[src/rtl/dcache_defs.svh]
`ifndef DCACHE_DEFS_SVH
`define DCACHE_DEFS_SVH

// cache geometry
`define DC_WAYS         4
`define DC_SETS         16
`define DC_INDEX_BITS   4

// four 32-bit words per line
`define DC_OFFSET_BITS  4
`define DC_LINE_WORDS   4

// address bits above index and offset
`define DC_TAG_BITS     24

// burst length codes, beats minus one
`define DC_LEN1         4'd0
`define DC_LEN4         4'd3

`endif

[src/rtl/dcache_pkg.sv]
`default_nettype none

`include "dcache_defs.svh"

package dcache_pkg;

    typedef logic [31:0] word_t;

    // processor side
    typedef struct packed {
        logic        valid;
        logic        uncached;
        logic [31:0] addr;
        logic [3:0]  strobe;
        word_t       data;
    } dbus_req_t;

    typedef struct packed {
        logic  addr_ok;
        logic  data_ok;
        word_t data;
    } dbus_resp_t;

    // memory side, burst bus
    typedef struct packed {
        logic        valid;
        logic        is_write;
        logic [31:0] addr;
        logic [3:0]  len;
        logic [3:0]  strobe;
        word_t       data;
    } cbus_req_t;

    typedef struct packed {
        logic  ready;
        logic  last;
        word_t data;
    } cbus_resp_t;

    typedef struct packed {
        logic                    valid;
        logic                    dirty;
        logic [`DC_TAG_BITS-1:0] tag;
    } way_meta_t;

    typedef way_meta_t [`DC_WAYS-1:0] set_meta_t;
    typedef word_t [`DC_LINE_WORDS-1:0] line_t;
    typedef logic [1:0] way_t;

    typedef enum logic [2:0] {
        IDLE,
        LOOKUP,
        WRITEBACK,
        REFILL,
        UNCACHED
    } ctrl_state_t;

endpackage

`default_nettype wire

[src/rtl/dcache_line_merge.sv]
`timescale 1ns/1ns
`default_nettype none

`include "dcache_defs.svh"

module dcache_line_merge (
    input  dcache_pkg::line_t               old_line,
    input  logic [`DC_OFFSET_BITS-3:0]      word_sel,
    input  logic [3:0]                      strobe,
    input  dcache_pkg::word_t               wdata,
    input  logic                            fill_en,
    input  logic [`DC_OFFSET_BITS-3:0]      fill_sel,
    input  dcache_pkg::word_t               fill_data,
    output dcache_pkg::line_t               new_line,
    output dcache_pkg::word_t               rd_word
);

    always_comb begin
        new_line = old_line;

        // byte lanes of a store
        for (int b = 0; b < 4; b++) begin
            if (strobe[b]) begin
                new_line[word_sel][8*b +: 8] = wdata[8*b +: 8];
            end
        end

        // one refill beat
        if (fill_en) begin
            new_line[fill_sel] = fill_data;
        end
    end

    assign rd_word = old_line[word_sel];

endmodule

`default_nettype wire

[config.mk]
export PLATFORM = sky130hd
export DESIGN_NAME = dcache_line_merge
export DESIGN_NICKNAME = d
export VERILOG_FILES = /design/src/rtl/dcache_pkg.sv /design/src/rtl/dcache_line_merge.sv
export VERILOG_INCLUDE_DIRS = /design/src /design/src/rtl
export SDC_FILE = /design/constraint.sdc
export NUM_CORES = 1
export LEC_CHECK = 0
export ABC_AREA = 1
export BUFFER_PORTS_ARGS = -buffer_cell sky130_fd_sc_hd__clkbuf_2
export CAP_MARGIN = 20
export CORE_AREA = 2 2 141 143
export DETAILED_ROUTE_END_ITERATION = 12
export DIE_AREA = 0 0 143 145
export GPL_TIMING_DRIVEN = 0
export SYNTH_ARGS = -nofsm -noshare
export SYNTH_HDL_FRONTEND = slang
export SYNTH_SLANG_ARGS = --single-unit
export TNS_END_PERCENT = 10
[constraint.sdc]
create_clock -name vclk -period 1.35
set_input_delay 0.27 -clock vclk [all_inputs]
set_output_delay 0.27 -clock vclk [all_outputs]
set_load 0.01 [all_outputs]
==> run summary <==
VDD IR max - 0.142 mV
Drt pass-1 iters - 10
Die Wd - 143 um
Placed instance count - 1,694
Crit-path max cell delay - 0.17 ns
Via count - 9,140
Global-route usage over all layers - 0.349
Clock buffers - 0
Antenna viol nets, final - 0
Mapped Nets - 1,271
Max Fclk - 0.633 GHz
Vias in the first global route - 8,401
Starting Density - 0.242
Core ar. - 19,200 sq um
Post-Syn Instances - 1,070
Final setup violation count - 160
Share of cells above drive strength 1 - 0.383
Reg area - 0 sq um
Cell Chain, Critical Path - buf_12 > inv_8 > buf_12 > nor2_4 > buf_12 > buf_12 > a21oi_2 > nand2_1 > buf_2
Relative slew slack - 0.823
RD Place Congestion - 0.932
First-pass GRT wire length - 53,800 um
Io pins - 361
CP Class - in2out
Hold Buf Count CTS - 0
Post-synth top area share - 0.396
Final period utilization - 1.17
Nature of the critical path endpoint - output port
Hpwl dp - 27,900 um
WP data required - 1.08 ns
Layout Nets - 1,664
Port-buffer cells - 359
Pleak - 5.28 nW
Hold Violations, Final - 0
DIE AREA - 20,700 sq um
Die Ht - 145 um
Critical path arrival - 1.31 ns
Syn Area/Cell - 4.35 sq um
Setup crit start kind - primary input
Cell taking the most area after synthesis - nand2_1
Fillers - 2,134
Seq/Total Area, Yosys - 0
Synth top cells by count - nand2_1 (491), inv_1 (172), nand3_1 (169)
Most frequent cell after synthesis - nand2_1
Area growth from synthesis to layout - 81.4%
Rows - 51
Total grt overflow - 0
Largest net degree at the start of global routing - 11
Status - complete, but fails checks
CP max-delay cell - buf_12
CP Max Fanout - 8
Wirelength per Cell - 22.6 um
DRC - 0
Synth cell types - 15
Final period demand of the worst path - 1.58 ns
Routed vias/inst - 5.29
Hold crit path type - in2out
DRT iter0 DRCs - 1,105
CP most frequent cell - buf_12
Initial antenna violation count - 1
Post-Layout Cell Count - 1,727
Synth area leaders - nand2_1 (40%), nand3_1 (18%), inv_1 (14%)
Pwr/cell area - 395 nW/um^2
Post-Syn Area - 4650 sq um
Max-slew violations - 0
Worst-Margin Slew - 0.264 ns
Seq cells - 0
Synth warn - 0
Max Cap Viol - 0
Final wirelength - 39,000 um
Final setup margin - -0.229 ns
Pre-CTS setup slack - -0.856 ns
RSZ-0062 raised after global routing - yes
Failing checks - negative setup slack
## worst max-delay path, delay by kind of cell
family                 cells  cell delay, ns
AND/OR/NAND/NOR            2            0.21
buffers and inverters      6            0.76
AO/OA/AOI/OAI              1            0.05
## power by group
group	total [W]	internal (W)	switching (W)
Clock	0.0000000000994	0.0000000000994	0
Combinational	0.00334	0.00131	0.00202
Sequential	0	0	0
## routing by layer
metal / global-route usage / vias to the layer above / share of wire / wire [um]
met5: 0 / - / 0 / 0
met4: 0.137 / 0 / 0.046 / 1780
met3: 0.0578 / 128 / 0.11 / 4100
met2: 0.579 / 707 / 0.46 / 17900
met1: 0.447 / 4143 / 0.39 / 15300
li1: - / 4162 / - / -
## area by class of cell
cell class | count | area (sq um) | share of cell area
diodes | 1 | 2.50 | 0.000296
plain buffers | 68 | 973 | 0.115
inverters | 174 | 706 | 0.0836
multi-input cells | 828 | 4100 | 0.485
well taps | 265 | 332 | 0.0393
repair buffers | 391 | 2330 | 0.276
## layout by cell type, fill, tap and decap left out
master,netlist,routed
a21oi_1,36,24
a21oi_2,0,12
buf_12,0,23
buf_16,0,4
buf_2,41,23
buf_4,9,27
buf_6,3,22
buf_8,0,11
clkbuf_16,0,10
clkbuf_2,0,329
clkbuf_4,0,5
clkbuf_8,0,5
clkinv_8,0,1
diode_2,0,1
inv_1,172,164
inv_2,2,1
inv_4,0,3
inv_6,0,2
inv_8,0,3
nand2_1,491,451
nand2_2,5,35
nand2_4,0,8
nand2_8,0,2
nand3_1,169,148
nand3_2,7,12
nand3_4,0,16
nand4_1,78,78
nor2_1,39,36
nor2_4,3,6
## final timing paths
check / slack [ns] / startpoint / to / cells past startpoint
min: 0.85 / old_line[17] / rd_word[17] / 4
max: -0.23 / word_sel[1] / rd_word[31] / 9
## per-stage QoR
| step | area [sq um] | TNS (ns) | power (W) | hold slack [ns] | utilization |
|---|---|---|---|---|---|
| 2_1_floorplan | 4650 | 0 | 0.00133 | 0.663 | - |
| 3_3_place_gp | 6780 | -92.98 | 0.00270 | 0.850 | 0.353 |
| 3_5_place_dp | 6780 | -94.19 | 0.00271 | 0.856 | 0.353 |
| 4_1_cts | 8180 | -21.47 | 0.00316 | 0.856 | 0.426 |
| 5_1_grt | 8440 | -29.63 | 0.00351 | 0.879 | 0.440 |
| 6_report | 8440 | -24.34 | 0.00334 | 0.850 | 0.440 |
## repair_timing
| item | 4_1_cts | 5_1_grt |
|---|---|---|
| endpoints found under the setup margin | 160 | 160 |
| pin swaps | 32 | 24 |
| buffers inserted | 21 | 4 |
| gates resized for setup | 291 | 67 |
| cloned | 4 | 3 |
## cells by family after synthesis
logic type,Yosys count,share of synthesized area
AND/OR/NAND/NOR,792,0.743
buffers and inverters,242,0.218
AO/OA/AOI/OAI,36,0.0387
Note: power is estimated with default switching activity, not from simulation.
