==> config.mk <==
export PLATFORM = sky130hd
export DESIGN_NAME = dcache_ram
export DESIGN_NICKNAME = d
export VERILOG_FILES = /design/src/rtl/dcache_ram.sv
export SDC_FILE = /design/constraint.sdc
export NUM_CORES = 1
export LEC_CHECK = 0
export BUFFER_PORTS_ARGS = -buffer_cell sky130_fd_sc_hd__buf_2
export CORE_MARGIN = 2
export CORE_UTILIZATION = 56
export CTS_CLUSTER_DIAMETER = 200
export CTS_CLUSTER_SIZE = 28
export DETAILED_ROUTE_END_ITERATION = 7
export GPL_TIMING_DRIVEN = 0
export PLACE_DENSITY = 0.84
export SKIP_CTS_REPAIR_TIMING = 1
export SYNTH_ARGS = -nofsm -noshare
export SYNTH_HDL_FRONTEND = slang
export SYNTH_SLANG_ARGS = --single-unit
==> constraint.sdc <==
create_clock -name clk -period 2.2 [get_ports clk]
set_input_delay 0.44 -clock clk [delete_from_list [all_inputs] [get_ports clk]]
set_output_delay 0.44 -clock clk [all_outputs]
set_load 0.01 [all_outputs]
==> src/rtl/dcache_ram.sv <==
`timescale 1ns/1ns
`default_nettype none

module dcache_ram #(
    parameter type entry_t = logic [31:0],
    parameter int  DEPTH   = 16
) (
    input  logic                     clk,
    input  logic                     resetn,
    input  logic                     we,
    input  logic [$clog2(DEPTH)-1:0] waddr,
    input  entry_t                   wdata,
    input  logic [$clog2(DEPTH)-1:0] raddr,
    output entry_t                   rdata
);

    entry_t mem [DEPTH];

    // read port is combinational
    assign rdata = mem[raddr];

    always_ff @(posedge clk) begin
        if (resetn) begin
            for (int i = 0; i < DEPTH; i++) begin
                mem[i] <= '0;
            end
        end else if (we) begin
            mem[waddr] <= wdata;
        end
    end

endmodule

`default_nettype wire

==> results of run 1 <==
[worst max-delay path, delay by kind of cell, from the launching register on]
kind            cells  cell delay (ns)
simple gates        1             0.13
flops               1             0.40
buf+inv             1             0.14
mux                 1             0.52
compound gates      1             0.22
[area by class of cell]
type                    instances  area, um2  share of cell area
flip-flops and latches        512      15400               0.613
diodes                          1       2.50           0.0000998
plain buffers                 125        683              0.0273
clock buffers                  23        576              0.0230
multi-input cells             781       7340               0.293
repair buffers                 72        404              0.0161
well taps                     532        666              0.0266
clock inverters                 1       20.0            0.000799
[cells by family after synthesis]
family | share of synthesized area
AO/OA/AOI/OAI | 0.0210
multiplexers | 0.126
flip-flops | 0.672
AND/OR/NAND/NOR | 0.159
buffers and inverters | 0.0220
[cell usage after synthesis (2+ instances only)]
cell,number
edfxtp_1,512
a22oi_1,64
nor3_1,2
or2_2,16
nand2b_1,2
mux4_2,128
nor2b_1,2
buf_1,4
nand2_1,33
clkbuf_1,97
clkbuf_2,6
and2_1,481
buf_2,16
nor2_4,3
nor2_1,10
and2_2,32
nand4bb_1,2
buf_4,2
[how the worst max path moves through the flow]
stage	start	to	slack, ns	cells after the start
3_3_place_gp	resetn	mem[12][7]$_SDFFCE_PN0P_	-1.07	5
2_1_floorplan	raddr[0]	rdata[11]	0.06	5
5_1_grt	raddr[1]	rdata[20]	-0.28	6
6_report	mem[12][20]$_SDFFCE_PN0P_	rdata[20]	-0.23	4
4_1_cts	raddr[1]	rdata[17]	-0.67	6
3_5_place_dp	resetn	mem[12][7]$_SDFFCE_PN0P_	-1.20	5
[where the power goes]
group	internal [mW]	leakage [nW]	switching (mW)
registers	11.3	4.88	0.151
clock network	1.91	0.293	2.91
logic	0.729	3.42	1.05
total	13.9	8.59	4.11
[layer usage]
metal / vias up / GRT usage / share of wire
met5: - / 0 / 0
met4: 0 / 0.0819 / 0.027
li1: 5396 / - / -
met2: 731 / 0.455 / 0.51
met3: 107 / 0.0536 / 0.096
met1: 6573 / 0.345 / 0.37
[per-stage QoR]
step	TNS (ns)	setup slack, ns
6_report	-9.17	-0.228
5_1_grt	-6.08	-0.276
4_1_cts	-72.06	-0.673
3_3_place_gp	-343.69	-1.07
2_1_floorplan	0	0.0630
3_5_place_dp	-405.93	-1.20
==> flow_metrics.py, run 1 <==
metrics = {
    "outcome": {
        "outcome": "complete, but fails checks",
        "failed_checks": "negative setup slack",
    },
    "critical_path": {
        "path_cells": "mux4_2, a22oi_1, nand2_2, buf_6",
        "critPathMaxFanout": 1,
        "cp-start-kind": "register",
        "slowest_delay_ns": 0.52,
        "worst_path_max_delay_cell": "mux4_2",
        "arrival_ns": 1.99,
        "crit_path_end_kind": "output pin",
        "cp.required_ns": 1.76,
        "crit_type": "register to output pin",
    },
    "route": {
        "via_count": 12800,
        "dr.pass1.iters": 7,
        "wl_per_cell_um": 27.4,
        "drc_errors": 0,
        "drtIter0Drc": 1576,
        "wl_mm": 56.2,
        "routed_via_density": 6.26,
        "postRouteAntennaNets": 0,
    },
    "synthesis": {
        "synth_edf_count": 512,
        "syn_area_per_cell_um2": 16.2,
        "synth_top_area_share": 0.672,
        "synthCells": 1416,
        "synth_seq_cells": 512,
        "seq_area_frac_synth": 0.672,
        "synth.distinct_cells": 22,
        "async_reset_ff_frac": 0,
        "synth_area_leader_cell": "edfxtp_1",
        "syn-num-nets": 1459,
        "synthTopCellsByArea": "edfxtp_1 (67%), and2_1 (13%), mux4_2 (13%)",
        "syn_area_mm2": 0.0229,
        "synth_ff_type": "edfxtp_1",
        "ys_warn_count": 0,
    },
    "cts": {
        "cts_max_level": 1,
        "clock_sinks": 512,
        "clock_path_buffers": 3,
        "cts_tree": "yes",
        "clkTransAtPathRegs_ns": 0.11,
        "cts_buffers": 22,
        "cts_root_buf": "clkbuf_16",
    },
    "placed_design": {
        "gp_congestion": 0.807,
        "place_inst": 2020,
        "io_buffers": 72,
        "dpl_cell_area_mm2": 0.0239,
        "hpwl_mm": 35.4,
    },
    "sta": {
        "slew_viol_final": 0,
        "setup_violations": 125,
        "finalWorstSetupSlack_ns": -0.228,
        "final_hold_viol_count": 0,
        "fmax_mhz": 412,
        "finalWorstPathRequiredPeriod_ns": 2.43,
        "worst_pin_slew_ns": 0.831,
        "rsz0062_at_grt": "true",
        "fin_hold_ws_ns": 0.217,
        "period_share": 1.10,
        "slew_headroom": 0.446,
    },
    "worst_hold_path": {
        "hp-class": "input port to register",
        "hold_depth": 2,
        "holdPathEnd": "mem[14][20]$_SDFFCE_PN0P_",
        "hp-start": "wdata[20]",
    },
    "global_route": {
        "grt_start_max_net_pins": 33,
        "grt_pass1_vias": 13100,
        "grt_antenna_before_repair": 1,
        "grt-ovfl-total": 0,
        "grt_use_total": 0.266,
        "grt_pass1_wl_mm": 81.3,
    },
    "cells_and_area": {
        "drive_gt1_frac": 0.255,
        "layout.nets": 1557,
        "final_common_cell": "edfxtp_1",
        "top_regs": "mem: 512 flops",
        "final_cell_mix": "edfxtp_1 (512), and2_1 (481), mux4_2 (128), clkbuf_1 (77), buf_2 (70)",
        "largest_reg_flops": 512,
        "syn_to_final_growth_pct": 9.48,
        "largest-register": "mem",
        "finalCoreUtilization": 0.618,
        "layout.cells.non_filler": 2047,
        "fin_area_mm2": 0.0251,
        "n_fill_cell": 2806,
    },
    "job": {
        "max_cap_violations": 0,
    },
    "floorplanning": {
        "fp.dieH_um": 206,
        "core_mm2": 0.0406,
        "start_util": 0.565,
        "dieArea_mm2": 0.0425,
        "die-width_um": 206,
        "ios": 75,
        "rows": 74,
    },
    "power": {
        "finalPower_mw": 18.0,
        "p_leak_nw": 8.59,
        "p_per_area_mw_per_mm2": 719,
        "ir_drop_v": 0.000475,
    },
}
(Power assumes the default switching activity.)
==> run 2, diff against run 1 <==
--- a/config.mk
+++ b/config.mk
@@ -6,14 +6,17 @@
 export NUM_CORES = 1
 export LEC_CHECK = 0
 export BUFFER_PORTS_ARGS = -buffer_cell sky130_fd_sc_hd__buf_2
+export CELL_PAD_IN_SITES_DETAIL_PLACEMENT = 2
+export CELL_PAD_IN_SITES_GLOBAL_PLACEMENT = 2
 export CORE_MARGIN = 2
-export CORE_UTILIZATION = 56
+export CORE_UTILIZATION = 42
 export CTS_CLUSTER_DIAMETER = 200
 export CTS_CLUSTER_SIZE = 28
 export DETAILED_ROUTE_END_ITERATION = 7
 export GPL_TIMING_DRIVEN = 0
-export PLACE_DENSITY = 0.84
+export PLACE_DENSITY = 0.83
 export SKIP_CTS_REPAIR_TIMING = 1
+export SLEW_MARGIN = 25
 export SYNTH_ARGS = -nofsm -noshare
 export SYNTH_HDL_FRONTEND = slang
 export SYNTH_SLANG_ARGS = --single-unit
==> run 2 against run 1 <==
  * The flow still finishes with violations (negative setup slack)
  * Clock-buffer cell count fell by 1
  * Clock power grew 3%
  * Total power increased by 1.9%
  * Sequential share of layout area down 0.66 points
  * Critical path depth stayed put
  * Flip-flop and latch count unchanged
  * Sequential power is essentially flat
  * Cell count rose by 8.5%
  * Highest routed layer unchanged
  * Non-clock buffer count grew 5
  * Largest cell class unchanged
  * Final area rose by 1.1%
==> flow_metrics.py, run 2 (same netlist as run 1, synthesis figures left out) <==
metrics = {
    "cts": {
        "cts_tree": "yes",
        "clkTransAtPathRegs_ns": 0.11,
        "clock_sinks": 512,
        "clock_path_buffers": 3,
        "cts_buffers": 22,
        "cts_root_buf": "clkbuf_16",
        "cts_max_level": 1,
    },
    "critical_path": {
        "cp-start-kind": "register",
        "arrival_ns": 2.06,
        "crit_buf_inv": 1,
        "critPathMaxFanout": 1,
        "crit_family": "multiplexers",
        "slowest_delay_ns": 0.51,
        "crit_path_end_kind": "output pin",
        "cp.required_ns": 1.76,
        "worst_path_max_delay_cell": "mux4_2",
        "crit_type": "register to output pin",
        "path_cells": "mux4_2, a22oi_2, nand2_2, buf_6",
    },
    "cells_and_area": {
        "top_regs": "mem: 512 flops",
        "final_cell_mix": "edfxtp_1 (512), and2_1 (481), mux4_2 (128), buf_2 (72), clkbuf_1 (72)",
        "largest-register": "mem",
        "layout.nets": 1569,
        "finalCoreUtilization": 0.471,
        "drive_gt1_frac": 0.264,
        "final_common_cell": "edfxtp_1",
        "layout.cells.non_filler": 2222,
        "syn_to_final_growth_pct": 10.7,
        "n_fill_cell": 4985,
        "n_antenna_cell": 0,
        "largest_reg_flops": 512,
    },
    "floorplanning": {
        "core_mm2": 0.0538,
        "fp.dieH_um": 237,
        "die-width_um": 237,
        "ios": 75,
        "rows": 85,
        "start_util": 0.425,
        "dieArea_mm2": 0.0564,
    },
    "route": {
        "wl_mm": 75.5,
        "routed_via_density": 5.91,
        "postRouteAntennaNets": 0,
        "dr.pass1.iters": 5,
        "drc_errors": 0,
        "wl_per_cell_um": 34.0,
        "via_count": 13100,
        "drtIter0Drc": 1410,
    },
    "sta": {
        "slew_headroom": 0.359,
        "fmax_mhz": 400,
        "slew_viol_final": 0,
        "finalWorstSetupSlack_ns": -0.303,
        "period_share": 1.14,
        "worst_pin_slew_ns": 0.962,
        "final_hold_viol_count": 0,
        "setup_violations": 94,
        "rsz0062_at_grt": "true",
        "finalWorstPathRequiredPeriod_ns": 2.50,
    },
    "placed_design": {
        "io_buffers": 72,
        "gp_congestion": 0.791,
        "place_inst": 2184,
        "hpwl_mm": 49.1,
    },
    "global_route": {
        "grt_use_total": 0.266,
        "grt-ovfl-total": 0,
        "grt_antenna_before_repair": 3,
        "grt_pass1_wl_mm": 107,
        "grt_start_max_net_pins": 33,
        "grt_pass1_vias": 14800,
    },
    "job": {
        "max_cap_violations": 0,
    },
    "worst_hold_path": {
        "hp-class": "input port to register",
    },
    "power": {
        "p_per_area_mw_per_mm2": 724,
        "finalPower_mw": 18.3,
        "ir_drop_v": 0.000498,
        "p_leak_nw": 8.65,
    },
    "outcome": {
        "outcome": "complete, but fails checks",
        "failed_checks": "negative setup slack",
    },
}
## run 2: final timing paths
check / slack [ns] / cells past startpoint / from / to
min: 0.18 / 2 / wdata[26] / mem[15][26]$_SDFFCE_PN0P_
max: -0.30 / 4 / mem[11][25]$_SDFFCE_PN0P_ / rdata[25]
## run 2: cell type report
type                    count  area (um2)  share of cell area
multi-input cells         788        7390               0.292
clock inverters             2        36.3             0.00143
flip-flops and latches    512       15400               0.607
clock buffers              22         551              0.0217
well taps                 696         871              0.0344
repair buffers             77         429              0.0169
plain buffers             125         678              0.0268
## run 2: routing by layer
layer | track usage | share of wire
met3 | 0.0321 | 0.049
met4 | 0.0787 | 0.033
met1 | 0.334 | 0.40
met2 | 0.483 | 0.52
met5 | 0 | 0
## run 2: per-stage QoR
step | hold WS (ns) | area, um2 | TNS (ns) | setup WS [ns]
floorplan | 0.638 | 22900 | 0 | 0.0630
global placement | 0.790 | 24100 | -591.75 | -1.56
detailed placement | 0.803 | 24100 | -639.06 | -1.15
CTS | 0.169 | 24700 | -148.01 | -0.936
global route | 0.199 | 25300 | -8.65 | -0.347
finish | 0.177 | 25300 | -8.50 | -0.303
## run 2: where the power goes
part	leakage, nW	internal, mW	total (mW)	switching, mW
logic	3.48	0.728	1.90	1.17
registers	4.88	11.3	11.5	0.198
clock network	0.288	1.85	4.98	3.13
total	8.65	13.8	18.3	4.50
