[config.mk]
export PLATFORM = sky130hd
export DESIGN_NAME = dcache_tag_match
export DESIGN_NICKNAME = d
export VERILOG_FILES = /design/src/rtl/dcache_pkg.sv /design/src/rtl/dcache_tag_match.sv
export VERILOG_INCLUDE_DIRS = /design/src /design/src/rtl
export SDC_FILE = /design/constraint.sdc
export NUM_CORES = 1
export LEC_CHECK = 0
export BUFFER_PORTS_ARGS = -buffer_cell sky130_fd_sc_hd__clkbuf_2
export CORE_MARGIN = 2
export CORE_UTILIZATION = 36
export DETAILED_ROUTE_END_ITERATION = 8
export PLACE_DENSITY_LB_ADDON = 0.12
export SETUP_SLACK_MARGIN = 0.05
export SLEW_MARGIN = 20
export SYNTH_ARGS = -nofsm -noshare
export SYNTH_HDL_FRONTEND = slang
export SYNTH_SLANG_ARGS = --single-unit
[constraint.sdc]
create_clock -name vclk -period 2.05
set_input_delay 0.41 -clock vclk [all_inputs]
set_output_delay 0.41 -clock vclk [all_outputs]
set_load 0.1 [all_outputs]
[src/rtl/dcache_defs.svh]
`ifndef DCACHE_DEFS_SVH
`define DCACHE_DEFS_SVH

// cache geometry
`define DC_WAYS         4
`define DC_SETS         16
`define DC_INDEX_BITS   4

// four 32-bit words per line
`define DC_OFFSET_BITS  4
`define DC_LINE_WORDS   4

// address bits above index and offset
`define DC_TAG_BITS     24

// burst length codes, beats minus one
`define DC_LEN1         4'd0
`define DC_LEN4         4'd3

`endif

[src/rtl/dcache_pkg.sv]
`default_nettype none

`include "dcache_defs.svh"

package dcache_pkg;

    typedef logic [31:0] word_t;

    // processor side
    typedef struct packed {
        logic        valid;
        logic        uncached;
        logic [31:0] addr;
        logic [3:0]  strobe;
        word_t       data;
    } dbus_req_t;

    typedef struct packed {
        logic  addr_ok;
        logic  data_ok;
        word_t data;
    } dbus_resp_t;

    // memory side, burst bus
    typedef struct packed {
        logic        valid;
        logic        is_write;
        logic [31:0] addr;
        logic [3:0]  len;
        logic [3:0]  strobe;
        word_t       data;
    } cbus_req_t;

    typedef struct packed {
        logic  ready;
        logic  last;
        word_t data;
    } cbus_resp_t;

    typedef struct packed {
        logic                    valid;
        logic                    dirty;
        logic [`DC_TAG_BITS-1:0] tag;
    } way_meta_t;

    typedef way_meta_t [`DC_WAYS-1:0] set_meta_t;
    typedef word_t [`DC_LINE_WORDS-1:0] line_t;
    typedef logic [1:0] way_t;

    typedef enum logic [2:0] {
        IDLE,
        LOOKUP,
        WRITEBACK,
        REFILL,
        UNCACHED
    } ctrl_state_t;

endpackage

`default_nettype wire

[src/rtl/dcache_tag_match.sv]
`timescale 1ns/1ns
`default_nettype none

`include "dcache_defs.svh"

module dcache_tag_match (
    input  dcache_pkg::set_meta_t    set_meta,
    input  logic [`DC_TAG_BITS-1:0]  tag,
    output logic                     hit,
    output dcache_pkg::way_t         hit_way,
    output logic                     has_invalid,
    output dcache_pkg::way_t         invalid_way,
    input  dcache_pkg::way_t         victim_in,
    output logic                     victim_dirty,
    output logic [`DC_TAG_BITS-1:0]  victim_tag
);
    import dcache_pkg::*;

    // scan downwards so the lowest way wins
    always_comb begin
        hit         = 1'b0;
        hit_way     = '0;
        has_invalid = 1'b0;
        invalid_way = '0;
        for (int w = `DC_WAYS - 1; w >= 0; w--) begin
            if (set_meta[w].valid && set_meta[w].tag == tag) begin
                hit     = 1'b1;
                hit_way = way_t'(w);
            end
            if (!set_meta[w].valid) begin
                has_invalid = 1'b1;
                invalid_way = way_t'(w);
            end
        end
    end

    assign victim_dirty = set_meta[victim_in].valid && set_meta[victim_in].dirty;
    assign victim_tag   = set_meta[victim_in].tag;

endmodule

`default_nettype wire

==> flow_summary_export.csv, run 1 <==
group,metric,value,unit
cells_and_area,ff_latch_area,0,um^2
placement,place_inst,439,
yosys,synth-seq-area-share,0,
sta,fin_ws,-0.497,ns
floorplan,dieArea,5490,um^2
floorplan,fp.dieH,74.1,um
cells_and_area,area_growth,108,%
power_and_ir_drop,p_int,0.000577,W
placement,hpwl,6.64,mm
global_routing,grtUsageTotal,0.268,
global_routing,antenna_found_initial,0,
sta,slew-limit-headroom,0.643,
power_and_ir_drop,vdd_drop_max,218,uV
yosys,syn-instance-count,184,
placement,placement.io_buffers,161,
sta,fmax,393,MHz
floorplan,rows,25,
detailed_routing,drtAntennaViolNets,0,
detailed_routing,viasPerCell,5.14,
critical_path,crit_slowest_cell,"or4_4",
placement,gp_congestion,0.952,
sta,tightestPinTransition,0.538,ns
critical_path,path_buf_inv,2,
cells_and_area,n_sequential_cell,0,
status,status,"complete, but fails checks",
critical_path,critPathMaxStageDelay,0.56,ns
cells_and_area,post_route_cells_drive_above_1_share,0.672,
cells_and_area,antenna_cells,0,
sta,fin_crit,2.55,ns
sta,setup_viol,3,
critical_path,path_class,"input pin to output port",
critical_path,crit_fanout,2,
detailed_routing,drt_iter0_drc,61,
power_and_ir_drop,comb_power_share,1.000,
detailed_routing,drt-pass1-iter-count,4,
yosys,yosys.area_share.simple,0.148,
status,violations,"setup timing",
min_path,hold_class,"input pin to output port",
cells_and_area,stdcell_count,445,
sta,period_share,1.24,
sta,finalHoldViolCount,0,
power_and_ir_drop,switching_power,0.000745,W
detailed_routing,wire_per_inst,17.2,um
sta,finalMaxSlewViolations,0,
cts,cts_hold_buf,0,
detailed_routing,route.vias.total,2289,
critical_path,startpoint_type,"input pin",
yosys,synth_top_family_by_area,"XOR/XNOR gates",
global_routing,grt_max_degree,14,
cells_and_area,num-fill-cells,341,
critical_path,cp.arrival,2.14,ns
critical_path,crit_path_cell_trace,"clkbuf_2 > xnor2_1 > nand4_1 > or4_4 > or2_4 > a221oi_4 > buf_12",
cells_and_area,clock_buffers,0,
yosys,synth.avg_cell_area,9.62,um^2
cells_and_area,nets,510,
critical_path,crit_path_end_kind,"output port",
sta,rsz0062_at_grt,"yes",
yosys,ys.warnings.count,0,
yosys,syn_area,1770,um^2
detailed_routing,wirelength,7.68,mm
power_and_ir_drop,seqPwrFrac,0,
yosys,synthMuxAreaShare,0.305,
floorplan,die_x,74.1,um
floorplan,coreArea,4720,um^2
global_routing,grt_pass1_wl,11.4,mm
global_routing,grt_pass1_vias,2493,
global_routing,overflow,0,
cells_and_area,final_util,0.779,
critical_path,path_delay_family,"simple AND/OR/NAND/NOR gates",
floorplan,start_util,0.375,
power_and_ir_drop,switching_share,0.564,
detailed_routing,drc,0,
floorplan,ios,161,
yosys,synth-compound-area-share,0.0339,
yosys,synth-adder-area-share,0,
yosys,synth_xor_area_frac,0.483,
critical_path,required,1.64,ns
yosys,synthDistinctLibCells,23,
power_and_ir_drop,power_frac_clock,0,
power_and_ir_drop,leakagePower,1.59,nW
flow_run,maxCapViolCount,0,
yosys,synth_nets,314,
power_and_ir_drop,powerDensity,359,nW/um^2
-- layout by cell type (no fill, tap or decap) --
cell type,synthesis,routed
nand2b_1,1,1
or4_4,0,1
buf_6,2,9
xnor2_2,2,4
a311oi_1,1,1
mux4_2,24,24
buf_12,0,30
buf_4,0,37
buf_2,3,1
a21oi_4,0,2
a21oi_2,0,1
nor4_2,0,4
a221oi_4,0,1
o211ai_1,1,1
xor2_2,0,3
nand2_1,8,7
nor3_1,4,2
xor2_1,26,23
xnor2_1,68,61
xnor2_4,0,5
a31oi_1,1,1
or2_4,0,1
nor4_1,8,3
nand2_2,0,1
buf_8,0,3
nor2_1,2,2
nand3_1,5,5
nand4_1,16,16
clkbuf_2,0,123
nor4_4,0,1
nand4b_1,1,1
nor3_2,0,2
a21boi_2,0,1
-- path summary, 6_finish.rpt --
path	from	end	slack (ns)	depth (start not counted)
setup / recovery	tag[3]	hit_way[1]	-0.50	7
hold / removal	set_meta[51]	invalid_way[0]	1.25	3
-- power by group through the flow --
stage                     Combinational, W  Clock [W]  Sequential [W]
after floorplan                   0.000722          0               0
after global placement             0.00125          0               0
after detailed placement           0.00126          0               0
after CTS                          0.00130          0               0
after global routing               0.00138          0               0
final                              0.00132          0               0
-- stage by stage --
| stage | setup WS, ns | hold slack (ns) | TNS (ns) | area, um^2 | total power, W |
|---|---|---|---|---|---|
| after CTS | -0.480 | 1.25 | -1.12 | 3560 | 0.00130 |
| after global placement | -0.504 | 1.25 | -1.17 | 3420 | 0.00125 |
| after floorplan | -0.707 | 1.05 | -1.47 | 1890 | 0.000722 |
| final | -0.497 | 1.25 | -1.13 | 3680 | 0.00132 |
| after global routing | -0.555 | 1.27 | -1.32 | 3680 | 0.00138 |
| after detailed placement | -0.525 | 1.25 | -1.25 | 3420 | 0.00126 |
-- cells in the mapped netlist, drive strengths merged --
cell,n,share of area
clkbuf,4,0.0085
nor4,8,0.028
a311oi,1,0.0049
nand3,5,0.014
nor3,4,0.011
mux4,24,0.31
xor2,26,0.13
nand2b,1,0.0035
o211ai,1,0.0042
a21oi,3,0.0085
buf,5,0.021
or2,1,0.0035
nand4,16,0.057
nand4b,1,0.0049
a221oi,1,0.0085
xnor2,70,0.35
a21boi,1,0.0042
nand2,8,0.017
or4,1,0.0042
a31oi,1,0.0035
nor2,2,0.0042
-- metal layers --
| metal | up-vias | global-route usage | share of wire |
|---|---|---|---|
| li1 | 1082 | - | - |
| met1 | 1100 | 0.302 | 0.37 |
| met2 | 99 | 0.546 | 0.56 |
| met3 | 8 | 0.0285 | 0.056 |
| met4 | 0 | 0.0364 | 0.013 |
| met5 | - | 0 | 0 |
-- area by class of cell --
| cell class | instances | area, um^2 | area share |
|---|---|---|---|
| multi-input combinational | 175 | 1950 | 0.530 |
| timing repair buffer | 203 | 1650 | 0.447 |
| tap | 67 | 83.8 | 0.0228 |
-- kinds of logic (layout without fill, tap and decap cells) --
group | Yosys count | after routing
xor+xnor | 96 | 96
buf+inv | 9 | 203
simple gates | 47 | 47
mux | 24 | 24
compound gates | 8 | 8
-- timing repair --
action | CTS | global route
buffers inserted | 3 | 3
pin swaps | 13 | 12
setup endpoints to repair | 3 | 3
resized for setup | 18 | 28
Power figures use the tool's default switching activity.
==> inputs of run 2 (changes only) <==
CELL_PAD_IN_SITES_DETAIL_PLACEMENT = 0   (was default)
CELL_PAD_IN_SITES_GLOBAL_PLACEMENT = 1   (was default)
CORE_UTILIZATION = 24   (was 36)
RECOVER_POWER = 50   (was default)
==> run 2 against run 1 <==
Effect of this change: the run still ends with setup timing left; utilization decreased by 28 points; non-clock buffer count decreased by 1; final cell count increased by 7.0%; flip-flop and latch count unchanged; worst hold slack improved by 0.086 ns; combinational power decreased by 5%; final area decreased by 2.5%; first-iteration DRC count decreased by 43%; routed wire length increased by 2.3%; worst setup slack improved by 0.033 ns; global-route usage decreased by 8.2 points; clock-buffer cell count unchanged; critical path type unchanged; critical endpoint unchanged.
==> flow_summary_export.csv, run 2 (synthesized netlist as in run 1, its figures left out) <==
group,metric,value,unit
status,status,"complete, but fails checks",
status,violations,"setup timing",
power_and_ir_drop,p_int,0.000526,W
global_routing,grtUsageTotal,0.186,
cells_and_area,nets,509,
placement,hpwl,7.07,mm
critical_path,crit_path_end_kind,"output port",
cells_and_area,num-fill-cells,727,
power_and_ir_drop,switching_share,0.583,
global_routing,antenna_found_initial,0,
power_and_ir_drop,fin_total_pwr,0.00126,W
global_routing,grt_pass1_wl,12.2,mm
global_routing,overflow,0,
floorplan,rows,31,
placement,placement.io_buffers,161,
critical_path,crit_path_cell_trace,"clkbuf_2 > xnor2_2 > nand4_1 > or4_4 > or2_4 > a221oi_4 > buf_12",
cells_and_area,n_sequential_cell,0,
cells_and_area,final_common_cell,"clkbuf_2",
sta,slew-limit-headroom,0.636,
power_and_ir_drop,switching_power,0.000735,W
power_and_ir_drop,power_frac_clock,0,
sta,fin_crit,2.51,ns
sta,rsz0062_at_grt,"yes",
detailed_routing,drt-pass1-iter-count,4,
detailed_routing,drtAntennaViolNets,0,
sta,fin_hold_ws,1.34,ns
power_and_ir_drop,powerDensity,352,nW/um^2
critical_path,path_buf_inv,2,
sta,period_share,1.23,
detailed_routing,drt_iter0_drc,35,
floorplan,start_util,0.245,
placement,gp_congestion,0.821,
critical_path,startpoint_type,"input pin",
cells_and_area,final_util,0.497,
critical_path,cp.arrival,2.10,ns
critical_path,required,1.64,ns
sta,setup_viol,3,
floorplan,dieArea,8080,um^2
flow_run,maxCapViolCount,0,
critical_path,crit_fanout,2,
critical_path,crit_slowest_cell,"or4_4",
floorplan,die_x,89.9,um
power_and_ir_drop,seqPwrFrac,0,
detailed_routing,wirelength,7.85,mm
power_and_ir_drop,comb_power_share,1.000,
critical_path,path_class,"input pin to output port",
global_routing,grt_pass1_vias,2432,
placement,place_inst,474,
sta,fmax,398,MHz
min_path,hold_class,"input pin to output port",
cells_and_area,multi_input_area,1960,um^2
sta,finalHoldViolCount,0,
placement,place_area,3490,um^2
cells_and_area,stdcell_count,476,
power_and_ir_drop,vdd_drop_max,215,uV
floorplan,fp.dieH,89.9,um
sta,tightestPinTransition,0.548,ns
cells_and_area,layout_common_cells,"clkbuf_2 (127), xnor2_1 (51), buf_4 (35)",
cells_and_area,area_growth,103,%
floorplan,coreArea,7210,um^2
critical_path,path_delay_family,"simple AND/OR/NAND/NOR gates",
cells_and_area,design_area,3590,um^2
critical_path,critPathMaxStageDelay,0.51,ns
power_and_ir_drop,leakagePower,1.58,nW
floorplan,ios,161,
sta,finalMaxSlewViolations,0,
detailed_routing,route.vias.total,2208,
sta,fin_ws,-0.464,ns
cells_and_area,clock_buffers,0,
cells_and_area,ff_latch_area,0,um^2
cells_and_area,post_route_cells_drive_above_1_share,0.695,
global_routing,grt_max_degree,15,
cells_and_area,antenna_cells,0,
detailed_routing,drc,0,
detailed_routing,wire_per_inst,16.5,um
cts,cts_hold_buf,0,
detailed_routing,viasPerCell,4.64,
==> run 2: worst paths after layout <==
path / start / to / slack [ns] / cells past startpoint
max: set_meta[64] / hit_way[1] / -0.46 / 7
min: set_meta[72] / victim_tag[20] / 1.34 / 3
==> run 2: power by group through the flow <==
stage	registers, W	clock network [W]	logic (W)
after floorplan	0	0	0.000722
after global placement	0	0	0.00127
after detailed placement	0	0	0.00127
after CTS	0	0	0.00131
after global routing	0	0	0.00132
final	0	0	0.00126
==> run 2: area by class of cell <==
type,instances,area share
multi-input cells,175,0.547
repair buffers,202,0.418
well taps,99,0.0345
==> run 2: through the flow <==
step,setup WS [ns],setup TNS (ns)
final,-0.464,-1.08
after global routing,-0.523,-1.30
after CTS,-0.448,-1.04
after detailed placement,-0.563,-1.32
after global placement,-0.558,-1.33
after floorplan,-0.707,-1.47
==> run 2: tightest hold or removal path, stage by stage <==
cell and delay [ns]:
buf_6 0.08, mux4_2 0.26, buf_12 0.18
==> run 2: per-layer routing <==
layer  GRT usage  vias up  share of wire
met4           0        0              0
li1            -     1082              -
met2       0.345       85           0.52
met5           0        -              0
met3      0.0168        0          0.051
met1       0.251     1041           0.43
==> run 2: repair_timing <==
item / 4_1_cts / 5_1_grt
buffers inserted: 2 / 0
pin swaps: 17 / 5
setup endpoints to repair: 3 / 3
gates resized for setup: 24 / 16
