[src/rtl/dcache_defs.svh]
`ifndef DCACHE_DEFS_SVH
`define DCACHE_DEFS_SVH

// cache geometry
`define DC_WAYS         4
`define DC_SETS         16
`define DC_INDEX_BITS   4

// four 32-bit words per line
`define DC_OFFSET_BITS  4
`define DC_LINE_WORDS   4

// address bits above index and offset
`define DC_TAG_BITS     24

// burst length codes, beats minus one
`define DC_LEN1         4'd0
`define DC_LEN4         4'd3

`endif

[src/rtl/dcache_pkg.sv]
`default_nettype none

`include "dcache_defs.svh"

package dcache_pkg;

    typedef logic [31:0] word_t;

    // processor side
    typedef struct packed {
        logic        valid;
        logic        uncached;
        logic [31:0] addr;
        logic [3:0]  strobe;
        word_t       data;
    } dbus_req_t;

    typedef struct packed {
        logic  addr_ok;
        logic  data_ok;
        word_t data;
    } dbus_resp_t;

    // memory side, burst bus
    typedef struct packed {
        logic        valid;
        logic        is_write;
        logic [31:0] addr;
        logic [3:0]  len;
        logic [3:0]  strobe;
        word_t       data;
    } cbus_req_t;

    typedef struct packed {
        logic  ready;
        logic  last;
        word_t data;
    } cbus_resp_t;

    typedef struct packed {
        logic                    valid;
        logic                    dirty;
        logic [`DC_TAG_BITS-1:0] tag;
    } way_meta_t;

    typedef way_meta_t [`DC_WAYS-1:0] set_meta_t;
    typedef word_t [`DC_LINE_WORDS-1:0] line_t;
    typedef logic [1:0] way_t;

    typedef enum logic [2:0] {
        IDLE,
        LOOKUP,
        WRITEBACK,
        REFILL,
        UNCACHED
    } ctrl_state_t;

endpackage

`default_nettype wire

[src/rtl/dcache_ctrl.sv]
`timescale 1ns/1ns
`default_nettype none

`include "dcache_defs.svh"

module dcache_ctrl (
    input  logic                          clk,
    input  logic                          resetn,
    input  dcache_pkg::dbus_req_t         dreq,
    output dcache_pkg::dbus_resp_t        dresp,
    output dcache_pkg::cbus_req_t         creq,
    input  dcache_pkg::cbus_resp_t        cresp,
    input  dcache_pkg::set_meta_t         set_meta,
    input  logic                          hit,
    input  dcache_pkg::way_t              hit_way,
    input  logic                          has_invalid,
    input  dcache_pkg::way_t              invalid_way,
    input  logic                          victim_dirty,
    input  logic [`DC_TAG_BITS-1:0]       victim_tag,
    input  dcache_pkg::way_t              plru_way,
    input  dcache_pkg::word_t             rd_word,
    input  dcache_pkg::line_t             cur_line,
    output logic [`DC_INDEX_BITS-1:0]     set_index,
    output logic [`DC_TAG_BITS-1:0]       req_tag,
    output dcache_pkg::way_t              victim_way,
    output logic                          meta_we,
    output dcache_pkg::set_meta_t         meta_wdata,
    output logic                          data_we,
    output logic [`DC_INDEX_BITS+1:0]     data_addr,
    output logic                          touch,
    output logic [`DC_OFFSET_BITS-3:0]    word_sel,
    output logic [3:0]                    merge_strobe,
    output dcache_pkg::word_t             merge_wdata,
    output logic                          fill_en,
    output logic [`DC_OFFSET_BITS-3:0]    fill_sel
);
    import dcache_pkg::*;

    ctrl_state_t                state;
    ctrl_state_t                state_next;
    dbus_req_t                  req;
    way_t                       vway;
    logic [`DC_OFFSET_BITS-3:0] beat;
    logic                       is_store;
    logic                       lookup_hit;
    logic                       accept;
    logic                       beat_done;

    assign set_index  = req.addr[`DC_OFFSET_BITS +: `DC_INDEX_BITS];
    assign req_tag    = req.addr[31 -: `DC_TAG_BITS];
    assign word_sel   = req.addr[`DC_OFFSET_BITS-1:2];
    assign is_store   = |req.strobe;
    assign lookup_hit = (state == LOOKUP) && hit;
    assign accept     = dreq.valid && (state == IDLE || lookup_hit);
    assign beat_done  = creq.valid && cresp.ready;

    // invalid way first, then the tree
    assign victim_way = (state == LOOKUP) ? (has_invalid ? invalid_way : plru_way) : vway;

    assign dresp.addr_ok = accept;
    assign dresp.data_ok = lookup_hit || (state == UNCACHED && cresp.ready && cresp.last);
    assign dresp.data    = (state == UNCACHED) ? cresp.data : rd_word;

    assign touch        = lookup_hit;
    assign merge_strobe = (state == LOOKUP) ? req.strobe : '0;
    assign merge_wdata  = req.data;
    assign fill_en      = (state == REFILL) && cresp.ready;
    assign fill_sel     = beat;
    assign data_addr    = {set_index, (state == LOOKUP) ? hit_way : vway};
    assign data_we      = (lookup_hit && is_store) || fill_en;

    always_comb begin
        meta_we    = 1'b0;
        meta_wdata = set_meta;
        if (lookup_hit && is_store) begin
            meta_we                     = 1'b1;
            meta_wdata[hit_way].dirty   = 1'b1;
        end else if (fill_en && cresp.last) begin
            // line complete, valid and clean
            meta_we          = 1'b1;
            meta_wdata[vway] = '{valid: 1'b1, dirty: 1'b0, tag: req_tag};
        end
    end

    always_comb begin
        creq = '0;
        case (state)
            WRITEBACK: begin
                creq.valid    = 1'b1;
                creq.is_write = 1'b1;
                creq.addr     = {victim_tag, set_index, {`DC_OFFSET_BITS{1'b0}}};
                creq.len      = `DC_LEN4;
                creq.strobe   = 4'hf;
                creq.data     = cur_line[beat];
            end
            REFILL: begin
                creq.valid    = 1'b1;
                creq.addr     = {req_tag, set_index, {`DC_OFFSET_BITS{1'b0}}};
                creq.len      = `DC_LEN4;
            end
            UNCACHED: begin
                creq.valid    = 1'b1;
                creq.is_write = is_store;
                creq.addr     = req.addr;
                creq.len      = `DC_LEN1;
                creq.strobe   = req.strobe;
                creq.data     = req.data;
            end
            default: begin
                creq = '0;
            end
        endcase
    end

    always_comb begin
        state_next = state;
        case (state)
            IDLE, LOOKUP: begin
                if (accept) begin
                    state_next = dreq.uncached ? UNCACHED : LOOKUP;
                end else if (state == IDLE || hit) begin
                    state_next = IDLE;
                end else begin
                    state_next = victim_dirty ? WRITEBACK : REFILL;
                end
            end
            WRITEBACK: begin
                if (beat_done && cresp.last) begin
                    state_next = REFILL;
                end
            end
            REFILL: begin
                // back to lookup, which then hits
                if (beat_done && cresp.last) begin
                    state_next = LOOKUP;
                end
            end
            UNCACHED: begin
                if (beat_done && cresp.last) begin
                    state_next = IDLE;
                end
            end
            default: begin
                state_next = IDLE;
            end
        endcase
    end

    always_ff @(posedge clk) begin
        if (resetn) begin
            state <= IDLE;
            beat  <= '0;
        end else begin
            state <= state_next;
            if (beat_done) begin
                beat <= cresp.last ? '0 : beat + 1'b1;
            end
        end
    end

    always_ff @(posedge clk) begin
        if (accept) begin
            req <= dreq;
        end
        if (state == LOOKUP && !hit) begin
            vway <= victim_way;
        end
    end

endmodule

`default_nettype wire

[config.mk]
export PLATFORM = sky130hd
export DESIGN_NAME = dcache_ctrl
export DESIGN_NICKNAME = d
export VERILOG_FILES = /design/src/rtl/dcache_pkg.sv /design/src/rtl/dcache_ctrl.sv
export VERILOG_INCLUDE_DIRS = /design/src /design/src/rtl
export SDC_FILE = /design/constraint.sdc
export NUM_CORES = 1
export LEC_CHECK = 0
export ABC_AREA = 1
export BUFFER_PORTS_ARGS = -buffer_cell sky130_fd_sc_hd__buf_2
export CORE_AREA = 2 2 269 271
export DETAILED_ROUTE_END_ITERATION = 10
export DIE_AREA = 0 0 271 273
export PLACE_DENSITY = 0.32
export RECOVER_POWER = 25
export SYNTH_ARGS = -nofsm -noshare
export SYNTH_HDL_FRONTEND = slang
export SYNTH_SLANG_ARGS = --single-unit
[constraint.sdc]
create_clock -name clk -period 5.1 [get_ports clk]
set_input_delay 0.51 -clock clk [delete_from_list [all_inputs] [get_ports clk]]
set_output_delay 0.51 -clock clk [all_outputs]
set_load 0.02 [all_outputs]
==> results of run 1 <==
[logic make-up (layout without fill, tap and decap cells)]
| logic type | after synthesis | in the layout | share of synthesized area |
|---|---|---|---|
| other | 1 | 5 | 0.000574 |
| buffers and inverters | 212 | 802 | 0.170 |
| DFF | 75 | 75 | 0.337 |
| and+or+nand+nor | 594 | 594 | 0.369 |
| AOI/OAI and AO/OA | 134 | 134 | 0.123 |
[worst max-delay path, stage by stage, from the launching register on]
cell	delay, ns
dfxtp_1	0.34
inv_2	0.07
nand2_2	0.08
nor2_4	0.32
nand2_2	0.26
nor3_2	0.69
inv_2	0.55
o21ai_1	0.28
buf_2	0.20
[layout make-up]
class / instances / share of cell area
inverter: 80 / 0.0278
clock buffer: 10 / 0.0222
clock inverter: 6 / 0.00673
antenna: 3 / 0.000696
timing repair buffer: 706 / 0.327
multi-input combinational: 730 / 0.301
tap: 950 / 0.110
sequential: 75 / 0.204
[placed cells by master (no fill, tap or decap), types with 2 or more instances in the layout]
cell	count
dfxtp_2	2
clkinv_4	2
dfxtp_1	3
o21ai_2	3
nor3_4	3
edfxtp_1	70
nor2_1	22
nand2_1	457
clkbuf_1	42
nor2_4	2
nand4_1	2
o21a_1	45
buf_4	13
o21ai_0	66
o22ai_1	4
diode_2	3
nand2_2	3
buf_2	650
conb_1	2
inv_2	9
clkbuf_16	9
nand3_1	99
o21ai_1	12
inv_1	70
or2_2	4
a21oi_1	3
[report_power, final]
part           switching, W  leakage [nW]  internal (W)
registers         0.0000637         0.712      0.000767
clock network      0.000333         0.155      0.000400
logic              0.000830          4.77      0.000376
total               0.00123          5.64       0.00154
[worst min-delay path by stage]
stage               startpoint         endpoint  slack (ns)  cells past startpoint
detailed placement    state[0]         state[0]        0.61                      2
floorplan             state[1]         state[0]        0.57                      3
global placement      state[1]         state[0]        0.61                      3
global route          dreq[42]     data_addr[4]        0.26                      1
CTS                   dreq[16]  merge_wdata[16]        0.25                      1
finish                dreq[24]  merge_wdata[24]        0.30                      1
[metrics by stage]
| step | setup slack [ns] | std cells | hold slack [ns] | instance area, um^2 |
|---|---|---|---|---|
| 3_5_place_dp | 1.71 | 2541 | 0.608 | 10500 |
| 5_1_grt | 1.06 | 2558 | 0.255 | 10800 |
| 2_1_floorplan | 0.593 | 1017 | 0.567 | 6540 |
| 4_1_cts | 1.33 | 2557 | 0.253 | 10800 |
| 3_3_place_gp | 1.87 | 2541 | 0.609 | 10500 |
| 6_report | 1.40 | 2560 | 0.299 | 10800 |
[flip-flops by register name (all words and copies together), names as in the netlist]
register and cells:
data_addr 4, fill_sel 2, state 3, merge_wdata 32, vway 2, req_tag 24, word_sel 2, req 6
[metal layers]
layer / share of wire / GRT usage / vias to the layer above
li1: - / - / 4345
met1: 0.41 / 0.130 / 4027
met2: 0.49 / 0.192 / 441
met3: 0.080 / 0.0355 / 43
met4: 0.020 / 0.0294 / 8
met5: 0.0012 / 0 / -
==> flow_metrics.py, run 1 <==
metrics = {
    "status": {
        "status": "finished, final reports clean",
    },
    "timing": {
        "setup_total_negative_slack_ns": 0,
        "final_count_of_hold_timing_violations": 0,
        "unrepaired_setup_endpoints_after_global_routing": "false",
        "tightestPinTransition_ns": 0.900,
        "maxSlewHeadroom": 0.398,
        "setup-violations-final": 0,
        "maxSlewViolCount": 0,
        "period_minus_ws_final_ns": 3.70,
        "clock-skew-final_ns": 0.0115,
        "period_share": 0.726,
        "fmaxAchievable_mhz": 270,
    },
    "route": {
        "number_of_nets_with_antenna_violations_after_detailed_routing": 0,
        "detailedRoute.firstPassIterationCount": 6,
        "drt-total-wl_um": 43400,
        "post-route-drc-count": 0,
        "viasPerCell": 3.46,
        "dr.first_iter.drc_count": 442,
        "route.vias.total": 8864,
        "routed_wire_length_per_instance_um": 17.0,
    },
    "worst_setup_path": {
        "r2r_setup_slack_ns": 2.53,
        "critical_path.reg2reg.startpoint": "state[0]",
        "crit-reg2reg-capture": "state[2]",
        "source_of_the_critical_timing_path": "state[2]",
        "setup.worst_path.end": "meta_wdata[89]",
        "crit_path_start_kind": "register",
        "required_worst_endpoint_ns": 4.59,
        "critPathMaxFanout": 39,
        "worst-r2r-cell-count": 6,
        "critPathArrivalTime_ns": 3.19,
        "end_kind": "primary output",
        "criticalPathCategory": "register to primary output",
    },
    "finish": {
        "layout.core_utilization": 0.152,
        "fraction_of_final_layout_cells_with_drive_strength_greater_than_1": 0.440,
        "area_delta_synth_final_pct": 65.2,
        "multi_input_comb_area_um2": 3250,
        "regArea_um2": 2200,
        "layout.filler_cells": 8339,
        "nNetsFinal": 2005,
    },
    "clock_tree": {
        "cells_resized_by_post_cts_repair": 0,
        "cts_made_buffers": 9,
        "cts-hold-fix-buffers": 0,
        "clk_pin_slew_worst_paths_ns": 0.08,
        "clock_insertion_delay_worst_skew_ns": 0.38,
        "number_of_buffers_inserted_by_post_cts_setup_repair": 0,
        "clockRootBuffer": "clkbuf_16",
        "cts_tree": "yes",
        "cts_buffer_depth": 2,
        "htree_levels": 3,
        "tritoncts_num_sinks": 75,
    },
    "synthesis": {
        "synth.top_cells.by_area": "edfxtp_1 (32%), nand2_1 (26%), buf_4 (8.4%)",
        "postSynthRegisterBits": 75,
        "yosysUniqueCellTypes": 27,
        "synth.yosys.seq_area_share": 0.337,
        "synth_async_sr_flop_share": 0,
        "synth_commonest_cells": "nand2_1 (458), nand3_1 (99), buf_4 (73)",
        "yosys_most_used_dff": "edfxtp_1",
        "synth.most_common_cell": "nand2_1",
        "synth_enable_flop_cells": 70,
        "post-synth-top-area-cell": "edfxtp_1",
        "postSynthAreaPerCell_um2": 6.43,
        "postSynthCellCount": 1016,
        "syn-cell-area_um2": 6530,
        "yosysWarnings": 0,
        "netlist.area_leader.share": 0.322,
    },
    "placement": {
        "gp_congestion": 0.943,
        "io_buffer_count": 692,
        "dp.final_hpwl_um": 35700,
    },
    "floorplan": {
        "die-height_um": 273,
        "starting_density_of_the_core": 0.0920,
        "num_rows": 98,
        "floorplan.die_area_um2": 74000,
        "core-area_um2": 71000,
        "ioPinCount": 695,
        "die_width_um": 271,
    },
    "power": {
        "power.leakage_nw": 5.64,
        "cellPowerDensity_nw_per_um2": 257,
        "design_power_total_w": 0.00277,
        "peakVddDrop_uv": 136,
    },
    "global_route": {
        "pin_count_of_the_biggest_net_entering_global_routing": 67,
        "grt_first_pass_wirelength_um": 59400,
        "grt_use_total": 0.110,
        "grt_antenna_before_repair": 7,
        "grt_remaining_overflow": 0,
        "number_of_global_route_vias_before_repair": 8688,
    },
    "hold_path": {
        "kind_of_path_behind_the_tightest_hold_check": "input port to register",
    },
    "flow_run": {
        "cap_viol_max_count": 0,
    },
}
No activity file was read; power rests on OpenSTA's default activity.
==> inputs of run 2 (changes only) <==
PLACE_DENSITY = 0.33   (was 0.32)
clock period = 3.2 ns   (was 5.1 ns; I/O delays follow)
==> run 2 against run 1 <==
Against the previous run:
- sequential cell count unchanged
- combinational power up 62%
- clock power up 94%
- via count up 0.76%
- die area unchanged
- cell area up 1.6%
- register-to-register slack worse by 1.3 ns
- sequential power up 59%
- largest cell class unchanged
- global-route usage down 0.091 points
- clock skew up 0.0048 ns
- clock-buffer cell count down 1
==> flow_metrics.py, run 2 (same netlist as run 1, synthesis figures left out) <==
metrics = {
    "status": {
        "status": "finished, final reports clean",
    },
    "power": {
        "peakVddDrop_uv": 255,
        "cellPowerDensity_nw_per_um2": 429,
        "power.leakage_nw": 5.71,
    },
    "clock_tree": {
        "cells_resized_by_post_cts_repair": 0,
        "cts-hold-fix-buffers": 0,
        "clockRootBuffer": "clkbuf_16",
        "cts_made_buffers": 9,
        "cts_buffer_depth": 2,
        "tritoncts_num_sinks": 75,
        "cts_tree": "yes",
        "number_of_buffers_inserted_by_post_cts_setup_repair": 0,
        "clock_insertion_delay_worst_skew_ns": 0.38,
        "clk_pin_slew_worst_paths_ns": 0.07,
        "htree_levels": 3,
    },
    "floorplan": {
        "num_rows": 98,
        "die_width_um": 271,
        "starting_density_of_the_core": 0.0920,
        "die-height_um": 273,
        "floorplan.die_area_um2": 74000,
        "core-area_um2": 71000,
        "ioPinCount": 695,
    },
    "hold_path": {
        "hold_start": "dreq[15]",
        "worstHoldPathCells": 1,
        "kind_of_path_behind_the_tightest_hold_check": "input port to register",
        "min_delay_worst_endpoint": "merge_wdata[15]",
    },
    "finish": {
        "stdcell_count": 2570,
        "layout.filler_cells": 8339,
        "area_delta_synth_final_pct": 67.8,
        "regArea_um2": 2200,
        "mostFrequentLayoutCell": "buf_2",
        "mostFrequentLayoutCells": "buf_2 (648), nand2_1 (458), nand3_1 (99)",
        "fraction_of_final_layout_cells_with_drive_strength_greater_than_1": 0.440,
        "nNetsFinal": 2012,
        "multi_input_comb_area_um2": 3250,
        "largest_reg_flops": 32,
    },
    "timing": {
        "unrepaired_setup_endpoints_after_global_routing": "false",
        "final_count_of_hold_timing_violations": 0,
        "setup_total_negative_slack_ns": 0,
        "tightestPinTransition_ns": 0.945,
        "fmaxAchievable_mhz": 350,
        "clock-skew-final_ns": 0.0163,
        "maxSlewHeadroom": 0.370,
        "setup-violations-final": 0,
        "period_share": 0.894,
        "maxSlewViolCount": 0,
        "period_minus_ws_final_ns": 2.86,
    },
    "worst_setup_path": {
        "critPathArrivalTime_ns": 2.54,
        "required_worst_endpoint_ns": 2.88,
        "crit_path_start_kind": "register",
        "criticalPathCategory": "register to primary output",
        "r2r_setup_slack_ns": 1.23,
        "critical_path.reg2reg.startpoint": "state[1]",
        "crit-reg2reg-capture": "fill_sel[0]",
        "worst-r2r-cell-count": 8,
        "end_kind": "primary output",
        "critPathMaxFanout": 33,
    },
    "route": {
        "number_of_nets_with_antenna_violations_after_detailed_routing": 0,
        "post-route-drc-count": 0,
        "dr.first_iter.drc_count": 393,
        "detailedRoute.firstPassIterationCount": 7,
        "route.vias.total": 8931,
        "routed_wire_length_per_instance_um": 16.6,
        "drt-total-wl_um": 42700,
        "viasPerCell": 3.48,
    },
    "placement": {
        "dp.final_hpwl_um": 35500,
        "io_buffer_count": 692,
        "dp_cells": 2548,
        "gp_congestion": 0.946,
    },
    "global_route": {
        "grt_use_total": 0.109,
        "grt_remaining_overflow": 0,
        "grt_antenna_before_repair": 11,
        "number_of_global_route_vias_before_repair": 8835,
        "grt_first_pass_wirelength_um": 58900,
        "pin_count_of_the_biggest_net_entering_global_routing": 67,
    },
    "flow_run": {
        "cap_viol_max_count": 0,
    },
}
==> run 2: cell types whose count changed in the layout (fill, tap and decap cells not counted), moves of 2 or more <==
| cell | change |
|---|---|
| buf_4 | +4 |
| bufinv_16 | +4 |
| buf_12 | +3 |
| diode_2 | +3 |
| buf_2 | -2 |
| clkbuf_1 | +2 |
==> run 2: how the worst max path moves through the flow <==
| stage | slack [ns] | start | end |
|---|---|---|---|
| 3_5_place_dp | 0.59 | cresp[33] | meta_wdata[84] |
| 5_1_grt | 0.05 | state[1] | creq[17] |
| 3_3_place_gp | 0.63 | cresp[33] | meta_wdata[83] |
| 4_1_cts | 0.15 | state[1] | creq[17] |
| 6_report | 0.34 | state[1] | creq[17] |
| 2_1_floorplan | 0.11 | state[2] | dresp[33] |
==> run 2: routing by layer <==
metal | share of wire | track usage | vias up | wire length (um)
li1 | - | - | 4363 | -
met1 | 0.41 | 0.131 | 4033 | 17500
met2 | 0.48 | 0.182 | 473 | 20600
met3 | 0.081 | 0.0344 | 54 | 3480
met4 | 0.026 | 0.0426 | 8 | 1100
met5 | 0.0015 | 0 | - | 63
==> run 2: cell type report <==
class	count	share of cell area
repair buffers	713	0.330
flip-flops and latches	75	0.201
clock buffers	9	0.0206
multi-input cells	730	0.296
clock inverters	7	0.0150
inverters	80	0.0274
diodes	6	0.00137
well taps	950	0.108
==> run 2: critical path, stage by stage (launching register included) <==
cell,delay (ns)
dfxtp_1,0.38
nand2_2,0.11
inv_1,0.14
nand2_1,0.17
inv_2,0.58
buf_12,0.31
nand3_1,0.17
nand2_1,0.11
buf_2,0.18
==> run 2: metrics by stage <==
stage | hold slack (ns) | cell area, um^2 | power (W) | setup WS, ns | utilization
6_report | 0.104 | 11000 | 0.00470 | 0.339 | 0.154
5_1_grt | 0.0667 | 11000 | 0.00500 | 0.0455 | 0.154
4_1_cts | 0.0540 | 11000 | 0.00485 | 0.149 | 0.155
3_5_place_dp | 0.498 | 10600 | 0.00335 | 0.589 | 0.149
3_3_place_gp | 0.498 | 10600 | 0.00336 | 0.630 | 0.149
2_1_floorplan | 0.389 | 6540 | 0.00247 | 0.107 | -
==> run 2: report_power, final <==
group | internal (W) | switching, W
Sequential | 0.00122 | 0.000100
Combinational | 0.000612 | 0.00134
Clock | 0.000921 | 0.000500
Total | 0.00275 | 0.00194
